**config.mk**
```make
export PLATFORM = sky130hd
export DESIGN_NAME = rv_core
export DESIGN_NICKNAME = d
export VERILOG_FILES = /design/src/rtl/rv_core_pkg.sv /design/src/rtl/rv_core.sv /design/src/rtl/rv_decode.sv /design/src/rtl/rv_execute.sv /design/src/rtl/rv_fetch.sv /design/src/rtl/rv_hazard.sv /design/src/rtl/rv_mem_access.sv /design/src/rtl/rv_regfile.sv
export SDC_FILE = /design/constraint.sdc
export NUM_CORES = 2
export LEC_CHECK = 0
export BUFFER_PORTS_ARGS = -buffer_cell sky130_fd_sc_hd__buf_4
export CAP_MARGIN = 40
export CORE_MARGIN = 3
export CORE_UTILIZATION = 50
export CTS_BUF_LIST = sky130_fd_sc_hd__clkbuf_4 sky130_fd_sc_hd__clkbuf_8 sky130_fd_sc_hd__clkbuf_16
export DETAILED_ROUTE_END_ITERATION = 10
export GPL_TIMING_DRIVEN = 0
export PLACE_DENSITY_LB_ADDON = 0.15
export SLEW_MARGIN = 0
export SYNTH_ARGS = -nofsm -noshare
export SYNTH_HDL_FRONTEND = slang
export SYNTH_SLANG_ARGS = --single-unit
```
**constraint.sdc**
```tcl
create_clock -name clk -period 8.09 [get_ports clk]
set_clock_uncertainty 0.05 [all_clocks]
set_input_delay 0.4045 -clock clk [delete_from_list [all_inputs] [get_ports clk]]
set_output_delay 0.4045 -clock clk [all_outputs]
set_load 0.05 [all_outputs]
```
**src/rtl/rv_core_pkg.sv**
```systemverilog
//////////////////////////////////////////////////////////////////////
// rv_core package
// word and index types, ALU op encoding, pipeline stage registers
// and the RV32I opcode and funct fields of the supported subset
//////////////////////////////////////////////////////////////////////
`default_nettype none

package rv_core_pkg;

    typedef logic [31:0] word_t;
    typedef logic [4:0]  reg_idx_t;

    typedef enum logic [2:0] {
        alu_add,
        alu_sub,
        alu_and,
        alu_or,
        alu_xor,
        alu_slt,
        alu_pass_b
    } alu_op_e;

    // major opcodes
    localparam logic [6:0] op_lui   = 7'b0110111;
    localparam logic [6:0] op_imm   = 7'b0010011;
    localparam logic [6:0] op_reg   = 7'b0110011;
    localparam logic [6:0] op_load  = 7'b0000011;
    localparam logic [6:0] op_store = 7'b0100011;

    localparam logic [2:0] f3_add  = 3'b000;
    localparam logic [2:0] f3_slt  = 3'b010;
    localparam logic [2:0] f3_xor  = 3'b100;
    localparam logic [2:0] f3_or   = 3'b110;
    localparam logic [2:0] f3_and  = 3'b111;
    // lw and sw
    localparam logic [2:0] f3_word = 3'b010;

    localparam logic [6:0] f7_base = 7'b0000000;
    localparam logic [6:0] f7_sub  = 7'b0100000;

    // addi x0, x0, 0
    localparam word_t nop_instr = 32'h0000_0013;

    typedef struct packed {
        logic  valid;
        word_t pc;
        word_t instr;
    } if_id_t;

    typedef struct packed {
        logic     valid;
        reg_idx_t rd;
        logic     reg_write;
        logic     mem_read;
        logic     mem_write;
        alu_op_e  alu_op;
        logic     use_imm;
        word_t    rs1_val;
        word_t    rs2_val;
        word_t    imm;
    } id_ex_t;

    typedef struct packed {
        logic     valid;
        reg_idx_t rd;
        logic     reg_write;
        logic     mem_read;
        logic     mem_write;
        word_t    alu_result;
        word_t    store_data;
    } ex_mem_t;

    typedef struct packed {
        logic     en;
        reg_idx_t rd;
        word_t    data;
    } reg_wr_t;

endpackage

`default_nettype wire

```
**src/rtl/rv_core.sv**
```systemverilog
//////////////////////////////////////////////////////////////////////
// rv_core
// five-stage RV32I subset core, global stall and stage wiring
//////////////////////////////////////////////////////////////////////
`default_nettype none

module rv_core import rv_core_pkg::*; #(
    parameter word_t reset_pc = 32'h0000_0000
) (
    input  wire logic  clk,
    input  wire logic  rst,
    output word_t      iaddr,
    input  wire word_t idata,
    input  wire logic  iready_n,
    output word_t      daddr,
    output word_t      wdata,
    input  wire word_t rdata,
    output logic       dreq,
    output logic       dwrite,
    input  wire logic  dready_n,
    input  wire logic  dbusy
);

    logic     stall;
    logic     bubble;
    if_id_t   if_id;
    id_ex_t   id_ex;
    ex_mem_t  ex_mem;
    reg_wr_t  wr;
    reg_idx_t rs1;
    reg_idx_t rs2;
    logic     rs1_used;
    logic     rs2_used;
    word_t    rs1_val;
    word_t    rs2_val;

    // only back-pressure in the pipeline
    assign stall = iready_n || (dreq && dready_n) || dbusy;

    rv_fetch #(.reset_pc(reset_pc)) fetch0 (
        .clk(clk), .rst(rst), .stall(stall), .bubble(bubble),
        .iaddr(iaddr), .idata(idata), .if_id(if_id)
    );

    rv_regfile regfile0 (
        .clk(clk), .rst(rst), .rs1(rs1), .rs2(rs2),
        .rs1_val(rs1_val), .rs2_val(rs2_val), .wr(wr)
    );

    rv_decode decode0 (
        .clk(clk), .rst(rst), .stall(stall), .bubble(bubble), .if_id(if_id),
        .rs1(rs1), .rs2(rs2), .rs1_used(rs1_used), .rs2_used(rs2_used),
        .rs1_val(rs1_val), .rs2_val(rs2_val), .id_ex(id_ex)
    );

    rv_hazard hazard0 (
        .rs1(rs1), .rs2(rs2), .rs1_used(rs1_used), .rs2_used(rs2_used),
        .id_ex(id_ex), .ex_mem(ex_mem), .bubble(bubble)
    );

    rv_execute execute0 (
        .clk(clk), .rst(rst), .stall(stall), .id_ex(id_ex), .ex_mem(ex_mem)
    );

    rv_mem_access mem_access0 (
        .clk(clk), .rst(rst), .stall(stall), .ex_mem(ex_mem),
        .daddr(daddr), .wdata(wdata), .dreq(dreq), .dwrite(dwrite),
        .rdata(rdata), .dready_n(dready_n), .dbusy(dbusy), .wr(wr)
    );

endmodule

`default_nettype wire

```
**src/rtl/rv_decode.sv**
```systemverilog
//////////////////////////////////////////////////////////////////////
// rv_decode
// instruction fields, immediates, ALU op select, decode-to-execute reg
//////////////////////////////////////////////////////////////////////
`default_nettype none

module rv_decode import rv_core_pkg::*; (
    input  wire logic     clk,
    input  wire logic     rst,
    input  wire logic     stall,
    input  wire logic     bubble,
    input  wire if_id_t   if_id,
    output reg_idx_t      rs1,
    output reg_idx_t      rs2,
    output logic          rs1_used,
    output logic          rs2_used,
    input  wire word_t    rs1_val,
    input  wire word_t    rs2_val,
    output id_ex_t        id_ex
);

    logic [6:0] opcode;
    logic [2:0] funct3;
    logic [6:0] funct7;
    logic       f3_alu;
    alu_op_e    f3_op;
    word_t      imm_i;
    word_t      imm_s;
    word_t      imm_u;
    id_ex_t     nxt;

    assign opcode = if_id.instr[6:0];
    assign funct3 = if_id.instr[14:12];
    assign funct7 = if_id.instr[31:25];
    assign rs1    = if_id.instr[19:15];
    assign rs2    = if_id.instr[24:20];

    assign imm_i = {{20{if_id.instr[31]}}, if_id.instr[31:20]};
    assign imm_s = {{20{if_id.instr[31]}}, if_id.instr[31:25], if_id.instr[11:7]};
    assign imm_u = {if_id.instr[31:12], 12'b0};

    // funct3 to ALU op, shared by register and immediate forms
    always_comb begin
        f3_alu = 1'b1;
        f3_op  = alu_add;
        case (funct3)
            f3_add: f3_op = alu_add;
            f3_slt: f3_op = alu_slt;
            f3_xor: f3_op = alu_xor;
            f3_or:  f3_op = alu_or;
            f3_and: f3_op = alu_and;
            default: f3_alu = 1'b0;
        endcase
    end

    always_comb begin
        nxt          = '0;
        nxt.valid    = if_id.valid;
        nxt.rd       = if_id.instr[11:7];
        nxt.alu_op   = alu_add;
        nxt.rs1_val  = rs1_val;
        nxt.rs2_val  = rs2_val;
        rs1_used     = 1'b0;
        rs2_used     = 1'b0;
        // anything not matched below retires as a no-op
        case (opcode)
            op_lui: begin
                nxt.reg_write = 1'b1;
                nxt.alu_op    = alu_pass_b;
                nxt.use_imm   = 1'b1;
                nxt.imm       = imm_u;
            end
            op_imm: if (f3_alu) begin
                nxt.reg_write = 1'b1;
                nxt.alu_op    = f3_op;
                nxt.use_imm   = 1'b1;
                nxt.imm       = imm_i;
                rs1_used      = 1'b1;
            end
            op_reg: if (f3_alu && (funct7 == f7_base ||
                                   (funct7 == f7_sub && funct3 == f3_add))) begin
                nxt.reg_write = 1'b1;
                nxt.alu_op    = (funct7 == f7_sub) ? alu_sub : f3_op;
                rs1_used      = 1'b1;
                rs2_used      = 1'b1;
            end
            op_load: if (funct3 == f3_word) begin
                nxt.reg_write = 1'b1;
                nxt.mem_read  = 1'b1;
                nxt.use_imm   = 1'b1;
                nxt.imm       = imm_i;
                rs1_used      = 1'b1;
            end
            op_store: if (funct3 == f3_word) begin
                nxt.mem_write = 1'b1;
                nxt.use_imm   = 1'b1;
                nxt.imm       = imm_s;
                rs1_used      = 1'b1;
                rs2_used      = 1'b1;
            end
            default: ;
        endcase
        rs1_used = rs1_used && if_id.valid;
        rs2_used = rs2_used && if_id.valid;
    end

    always_ff @(posedge clk) begin
        if (!rst) begin
            id_ex.valid <= 1'b0;
        end else if (!stall) begin
            if (bubble) begin
                id_ex.valid <= 1'b0;
            end else begin
                id_ex <= nxt;
            end
        end
    end

    // fetch hands over consecutive words whenever decode consumes one
    a_pc_sequence: assert property (
        @(posedge clk) disable iff (!rst)
        if_id.valid && !stall && !bubble |=> if_id.pc == $past(if_id.pc) + 32'd4
    );

endmodule

`default_nettype wire

```
**src/rtl/rv_execute.sv**
```systemverilog
//////////////////////////////////////////////////////////////////////
// rv_execute
// ALU and execute-to-memory register
//////////////////////////////////////////////////////////////////////
`default_nettype none

module rv_execute import rv_core_pkg::*; (
    input  wire logic   clk,
    input  wire logic   rst,
    input  wire logic   stall,
    input  wire id_ex_t id_ex,
    output ex_mem_t     ex_mem
);

    word_t op_a;
    word_t op_b;
    word_t result;

    assign op_a = id_ex.rs1_val;
    assign op_b = id_ex.use_imm ? id_ex.imm : id_ex.rs2_val;

    // loads and stores come through as add, giving the address
    always_comb begin
        case (id_ex.alu_op)
            alu_add:    result = op_a + op_b;
            alu_sub:    result = op_a - op_b;
            alu_and:    result = op_a & op_b;
            alu_or:     result = op_a | op_b;
            alu_xor:    result = op_a ^ op_b;
            alu_slt:    result = {31'b0, $signed(op_a) < $signed(op_b)};
            alu_pass_b: result = op_b;
            default:    result = '0;
        endcase
    end

    always_ff @(posedge clk) begin
        if (!rst) begin
            ex_mem.valid <= 1'b0;
        end else if (!stall) begin
            ex_mem.valid      <= id_ex.valid;
            ex_mem.rd         <= id_ex.rd;
            ex_mem.reg_write  <= id_ex.reg_write;
            ex_mem.mem_read   <= id_ex.mem_read;
            ex_mem.mem_write  <= id_ex.mem_write;
            ex_mem.alu_result <= result;
            ex_mem.store_data <= id_ex.rs2_val;
        end
    end

endmodule

`default_nettype wire

```
**src/rtl/rv_fetch.sv**
```systemverilog
//////////////////////////////////////////////////////////////////////
// rv_fetch
// program counter, instruction bus address and fetch-to-decode register
//////////////////////////////////////////////////////////////////////
`default_nettype none

module rv_fetch import rv_core_pkg::*; #(
    parameter word_t reset_pc = 32'h0000_0000
) (
    input  wire logic   clk,
    input  wire logic   rst,
    input  wire logic   stall,
    input  wire logic   bubble,
    output word_t       iaddr,
    input  wire word_t  idata,
    output if_id_t      if_id
);

    word_t pc;

    assign iaddr = pc;

    always_ff @(posedge clk) begin
        if (!rst) begin
            pc          <= reset_pc;
            if_id.valid <= 1'b0;
        end else if (!stall && !bubble) begin
            // straight-line only, no branch targets
            pc          <= pc + 32'd4;
            if_id.valid <= 1'b1;
            if_id.pc    <= pc;
            if_id.instr <= idata;
        end
    end

    // pc word-aligned from reset onwards
    a_pc_aligned: assert property (
        @(posedge clk) disable iff (!rst)
        pc[1:0] == 2'b00
    );

endmodule

`default_nettype wire

```
**src/rtl/rv_hazard.sv**
```systemverilog
//////////////////////////////////////////////////////////////////////
// rv_hazard
// read-after-write check against execute and memory stage entries
//////////////////////////////////////////////////////////////////////
`default_nettype none

module rv_hazard import rv_core_pkg::*; (
    input  wire reg_idx_t rs1,
    input  wire reg_idx_t rs2,
    input  wire logic     rs1_used,
    input  wire logic     rs2_used,
    input  wire id_ex_t   id_ex,
    input  wire ex_mem_t  ex_mem,
    output logic          bubble
);

    logic rs1_pending;
    logic rs2_pending;

    // source still waiting on an in-flight result
    function automatic logic pending(input reg_idx_t src, input logic used,
                                     input id_ex_t ex, input ex_mem_t mem);
        logic ex_hit;
        logic mem_hit;
        ex_hit  = ex.valid && ex.reg_write && ex.rd == src;
        mem_hit = mem.valid && mem.reg_write && mem.rd == src;
        return used && src != '0 && (ex_hit || mem_hit);
    endfunction

    assign rs1_pending = pending(rs1, rs1_used, id_ex, ex_mem);
    assign rs2_pending = pending(rs2, rs2_used, id_ex, ex_mem);

    // write-back stage is covered by regfile write-through
    assign bubble = rs1_pending || rs2_pending;

endmodule

`default_nettype wire

```
**src/rtl/rv_mem_access.sv**
```systemverilog
//////////////////////////////////////////////////////////////////////
// rv_mem_access
// data bus master and memory-to-write-back register
//////////////////////////////////////////////////////////////////////
`default_nettype none

module rv_mem_access import rv_core_pkg::*; (
    input  wire logic    clk,
    input  wire logic    rst,
    input  wire logic    stall,
    input  wire ex_mem_t ex_mem,
    output word_t        daddr,
    output word_t        wdata,
    output logic         dreq,
    output logic         dwrite,
    input  wire word_t   rdata,
    input  wire logic    dready_n,
    input  wire logic    dbusy,
    output reg_wr_t      wr
);

    logic  is_access;
    word_t wb_data;

    assign is_access = ex_mem.valid && (ex_mem.mem_read || ex_mem.mem_write);

    // request held for as long as the entry sits in this stage
    assign dreq   = is_access;
    assign dwrite = ex_mem.valid && ex_mem.mem_write;
    assign daddr  = ex_mem.alu_result;
    assign wdata  = ex_mem.store_data;

    // with stall low a pending load has its data on rdata
    assign wb_data = ex_mem.mem_read ? rdata : ex_mem.alu_result;

    always_ff @(posedge clk) begin
        if (!rst) begin
            wr.en <= 1'b0;
        end else if (!stall) begin
            wr.en   <= ex_mem.valid && ex_mem.reg_write;
            wr.rd   <= ex_mem.rd;
            wr.data <= wb_data;
        end
    end

    // an unfinished access must be held by the core-wide stall
    a_req_steady: assert property (
        @(posedge clk) disable iff (!rst)
        dreq && (dready_n || dbusy) |=> dreq && $stable(daddr) && $stable(dwrite)
    );

endmodule

`default_nettype wire

```
**src/rtl/rv_regfile.sv**
```systemverilog
//////////////////////////////////////////////////////////////////////
// rv_regfile
// 32 x 32 register file, x0 fixed at zero, write-through on read
//////////////////////////////////////////////////////////////////////
`default_nettype none

module rv_regfile import rv_core_pkg::*; (
    input  wire logic     clk,
    input  wire logic     rst,
    input  wire reg_idx_t rs1,
    input  wire reg_idx_t rs2,
    output word_t         rs1_val,
    output word_t         rs2_val,
    input  wire reg_wr_t  wr
);

    word_t regs [32];

    always_ff @(posedge clk) begin
        if (!rst) begin
            for (int i = 0; i < 32; i++) begin
                regs[i] <= '0;
            end
        end else if (wr.en && wr.rd != '0) begin
            regs[wr.rd] <= wr.data;
        end
    end

    // same-cycle write-back wins over the stored value
    assign rs1_val = (wr.en && wr.rd != '0 && wr.rd == rs1) ? wr.data : regs[rs1];
    assign rs2_val = (wr.en && wr.rd != '0 && wr.rd == rs2) ? wr.data : regs[rs2];

endmodule

`default_nettype wire

```
==> impl_metrics.py <==
metrics = {
    "timing": {
        "hold_viol_final": 0,
        "setup_viol": 0,
        "max_freq_mhz": 173,
        "fin_crit_sh_pct": 71.5,
        "final-max-slew-violation-count": 0,
        "rsz0062_at_grt": "false",
        "period_needed_ns": 5.79,
        "setup-tns-final_ns": 0,
        "worst_slew_pin_slew_ns": 0.982,
        "relSlewSlack_pct": 34.3,
    },
    "status": {
        "outcome": "finished, final reports clean",
    },
    "logic_synthesis": {
        "syn_inst": 4848,
        "synth-seq-cells": 1307,
        "yosys_most_used_dff": "edfxtp_1",
        "synth-async-reset-ratio_pct": 0,
        "seq_area_frac_synth_pct": 54.8,
        "syn-cell-area_sq_um": 71000,
        "synth_edf_count": 1273,
        "ys_warn_count": 0,
        "syn_avg_cell_area_sq_um": 14.6,
        "synth_cell_type_count": 86,
    },
    "layout": {
        "fin_util_pct": 59.4,
        "layout.nets": 5628,
        "fillers": 10900,
        "final_cell_count_no_fill": 7443,
        "regArea_sq_um": 38900,
        "syn_to_final_growth_pct": 17.4,
        "multi_input_area_sq_um": 29900,
        "drive_above_1_share_pct": 25.2,
    },
    "routing": {
        "wl_per_cell_um": 32.5,
        "via_count": 46800,
        "drtIter0Drc": 6195,
        "drc_errors": 0,
        "vias_per_cell": 6.28,
        "wirelength_mm": 242,
        "antenna_left": 0,
        "dr.pass1.iters": 7,
    },
    "global_route": {
        "grt_pass1_vias": 46600,
        "grtUsageTotal_pct": 33.1,
        "antenna_found_initial": 12,
        "grt_max_degree": 68,
        "grt_pass1_wl_mm": 341,
        "gr-total-overflow": 0,
    },
    "critical_path": {
        "cp_max_fo": 8,
        "ff2ff_setup_slack_ns": 2.30,
        "cp.arrival_ns": 6.26,
        "endpoint_kind": "flip-flop",
        "crit_type": "reg -> reg",
        "cp-start-kind": "flip-flop",
        "required_ns": 8.56,
    },
    "floorplan": {
        "die-area_sq_um": 146000,
        "core_sq_um": 140000,
        "die_x_um": 383,
        "start_util_pct": 50.6,
        "die_h_um": 383,
        "top_level_ports": 167,
        "rows": 137,
    },
    "clocking": {
        "htree_levels": 4,
        "tritoncts": "built",
        "cts_resized": 0,
        "max-clock-path-buffers": 3,
        "cts_buffers": 149,
        "cts_root_buffer": "clkbuf_16",
        "clkTransAtPathRegs_ns": 0.05,
        "clock-sinks": 1307,
        "clk_latency_ns": 0.79,
    },
    "power": {
        "pwr-share-seq_pct": 49.0,
        "p_clk_share_pct": 42.1,
        "ir_worst_vdd_v": 0.000207,
        "total_power_w": 0.0159,
        "power_frac_comb_pct": 8.9,
        "switchingPower_w": 0.00383,
        "internal_power_w": 0.0120,
        "p_leak_nw": 30.5,
        "sw_frac_of_total_pct": 24.1,
        "power_density_nw_per_um2": 191,
    },
    "place": {
        "dp.cells": 7104,
        "numPortBuffers": 163,
        "dp.final_hpwl_mm": 188,
        "gp_congestion": 0.987,
    },
    "flow_run": {
        "cap_violations": 0,
    },
    "worst_hold_path": {
        "hold_path.class": "in -> reg",
    },
}
-- cell usage after synthesis (18+ instances only) --
library cell,count,area [sq um]
buf_4,67,503
nand3_1,31,155
mux2i_1,100,1000
o221ai_1,18,158
xor2_1,40,350
nand4_1,18,113
clkbuf_1,364,1370
ha_1,110,1380
nand2_1,83,312
edfxtp_1,1273,38200
and2_1,1008,6310
inv_1,100,375
mux2_2,36,405
buf_1,71,267
a21oi_1,166,831
mux4_2,640,14400
xnor2_1,41,359
dfxtp_1,34,681
nor2_1,218,818
o21ai_0,98,490
nor3_1,35,175
a21o_1,26,195
-- critical path: stages, from the launching register on --
cell,delay [ns]
edfxtp_1,0.32
clkbuf_1,0.37
clkbuf_1,0.39
buf_8,0.22
clkbuf_1,0.33
buf_8,0.21
mux2i_1,0.35
ha_1,0.40
inv_1,0.31
nand2_1,0.22
nor4b_1,0.51
a21oi_2,0.21
or4b_4,0.55
a21boi_0,0.34
mux2_2,0.37
or3_1,0.34
-- state kept, by name, summed over array words and instances, names as in the netlist --
register	cells
fetch0.iaddr	30
mem_access0.wr	38
regfile0.regs	1024
fetch0.if_id	33
execute0.ex_mem	73
decode0.id_ex	109
-- per-stage QoR --
stage	setup WS, ns	hold slack (ns)	instance area (sq um)
2_1_floorplan	1.13	0.350	71100
3_3_place_gp	-4.11	0.354	74700
3_5_place_dp	2.34	0.375	77800
4_1_cts	2.31	0.248	83300
5_1_grt	1.98	0.264	83300
6_report	2.30	0.294	83300
-- repair_timing --
item                      in CTS  in global routing
hold endpoints to repair      66                  0
hold buffers                  66                  0
buffers inserted               0                  0
-- path summary, 6_finish.rpt --
kind                               to                from  depth (start not counted)
setup / recovery  execute0.ex_mem[63]   decode0.id_ex[96]                         15
hold / removal        fetch0.if_id[2]            idata[2]                          2
setup reg to reg  execute0.ex_mem[63]   decode0.id_ex[96]                         15
hold reg to reg   execute0.ex_mem[65]  decode0.id_ex[101]                          0
-- cell usage in the layout (no fill, tap or decap), types with 28 or more instances in the layout --
cell           instances
edfxtp_1            1273
and2_1              1007
mux4_2               640
clkbuf_1             361
buf_4                243
nor2_1               217
a21oi_1              166
clkbuf_16            151
ha_1                 110
inv_1                100
mux2i_1              100
nand2_1               83
buf_6                 82
buf_1                 71
o21ai_0               67
dlygate4sd3_1         66
buf_8                 42
xnor2_1               41
xor2_1                40
mux2_2                36
clkinv_1              36
nor3_1                35
conb_1                34
dfxtp_1               34
nand3_1               31
o21ai_4               31
buf_16                30
clkinv_2              28
-- cell families after synthesis --
| family | share of synthesized area [%] |
|---|---|
| other cells | 0.00528 |
| xor+xnor | 1.00 |
| flops | 54.8 |
| compound gates | 4.18 |
| mux | 22.3 |
| fa+ha+maj | 2.00 |
| buf+inv | 3.70 |
| simple gates | 12.0 |
-- layer usage --
metal  vias up  GRT usage [%]  share of wire (%)
met5         -              0              0.011
met4         4           13.4                4.6
met3       550           9.12                 11
met2      2636           53.3                 48
met1     24000           42.8                 37
li1      19600              -                  -
-- final cells by class --
class,instances,area share [%]
multi-input combinational,2953,35.9
tap,1876,2.82
inverter,102,0.460
buffer,519,2.70
timing repair buffer,415,5.65
antenna,1,0.00300
sequential,1307,46.7
clock buffer,175,4.76
clock inverter,95,0.987
-- power by group through the flow --
| stage | logic [W] | registers (W) | clock network, W |
|---|---|---|---|
| 3_5_place_dp | 0.00136 | 0.00792 | 0 |
| 4_1_cts | 0.00139 | 0.00778 | 0.00675 |
| 2_1_floorplan | 0.000794 | 0.00788 | 0 |
| 5_1_grt | 0.00147 | 0.00780 | 0.00701 |
| 3_3_place_gp | 0.00123 | 0.00796 | 0 |
| 6_report | 0.00141 | 0.00778 | 0.00668 |
Power figures use the tool's default switching activity.
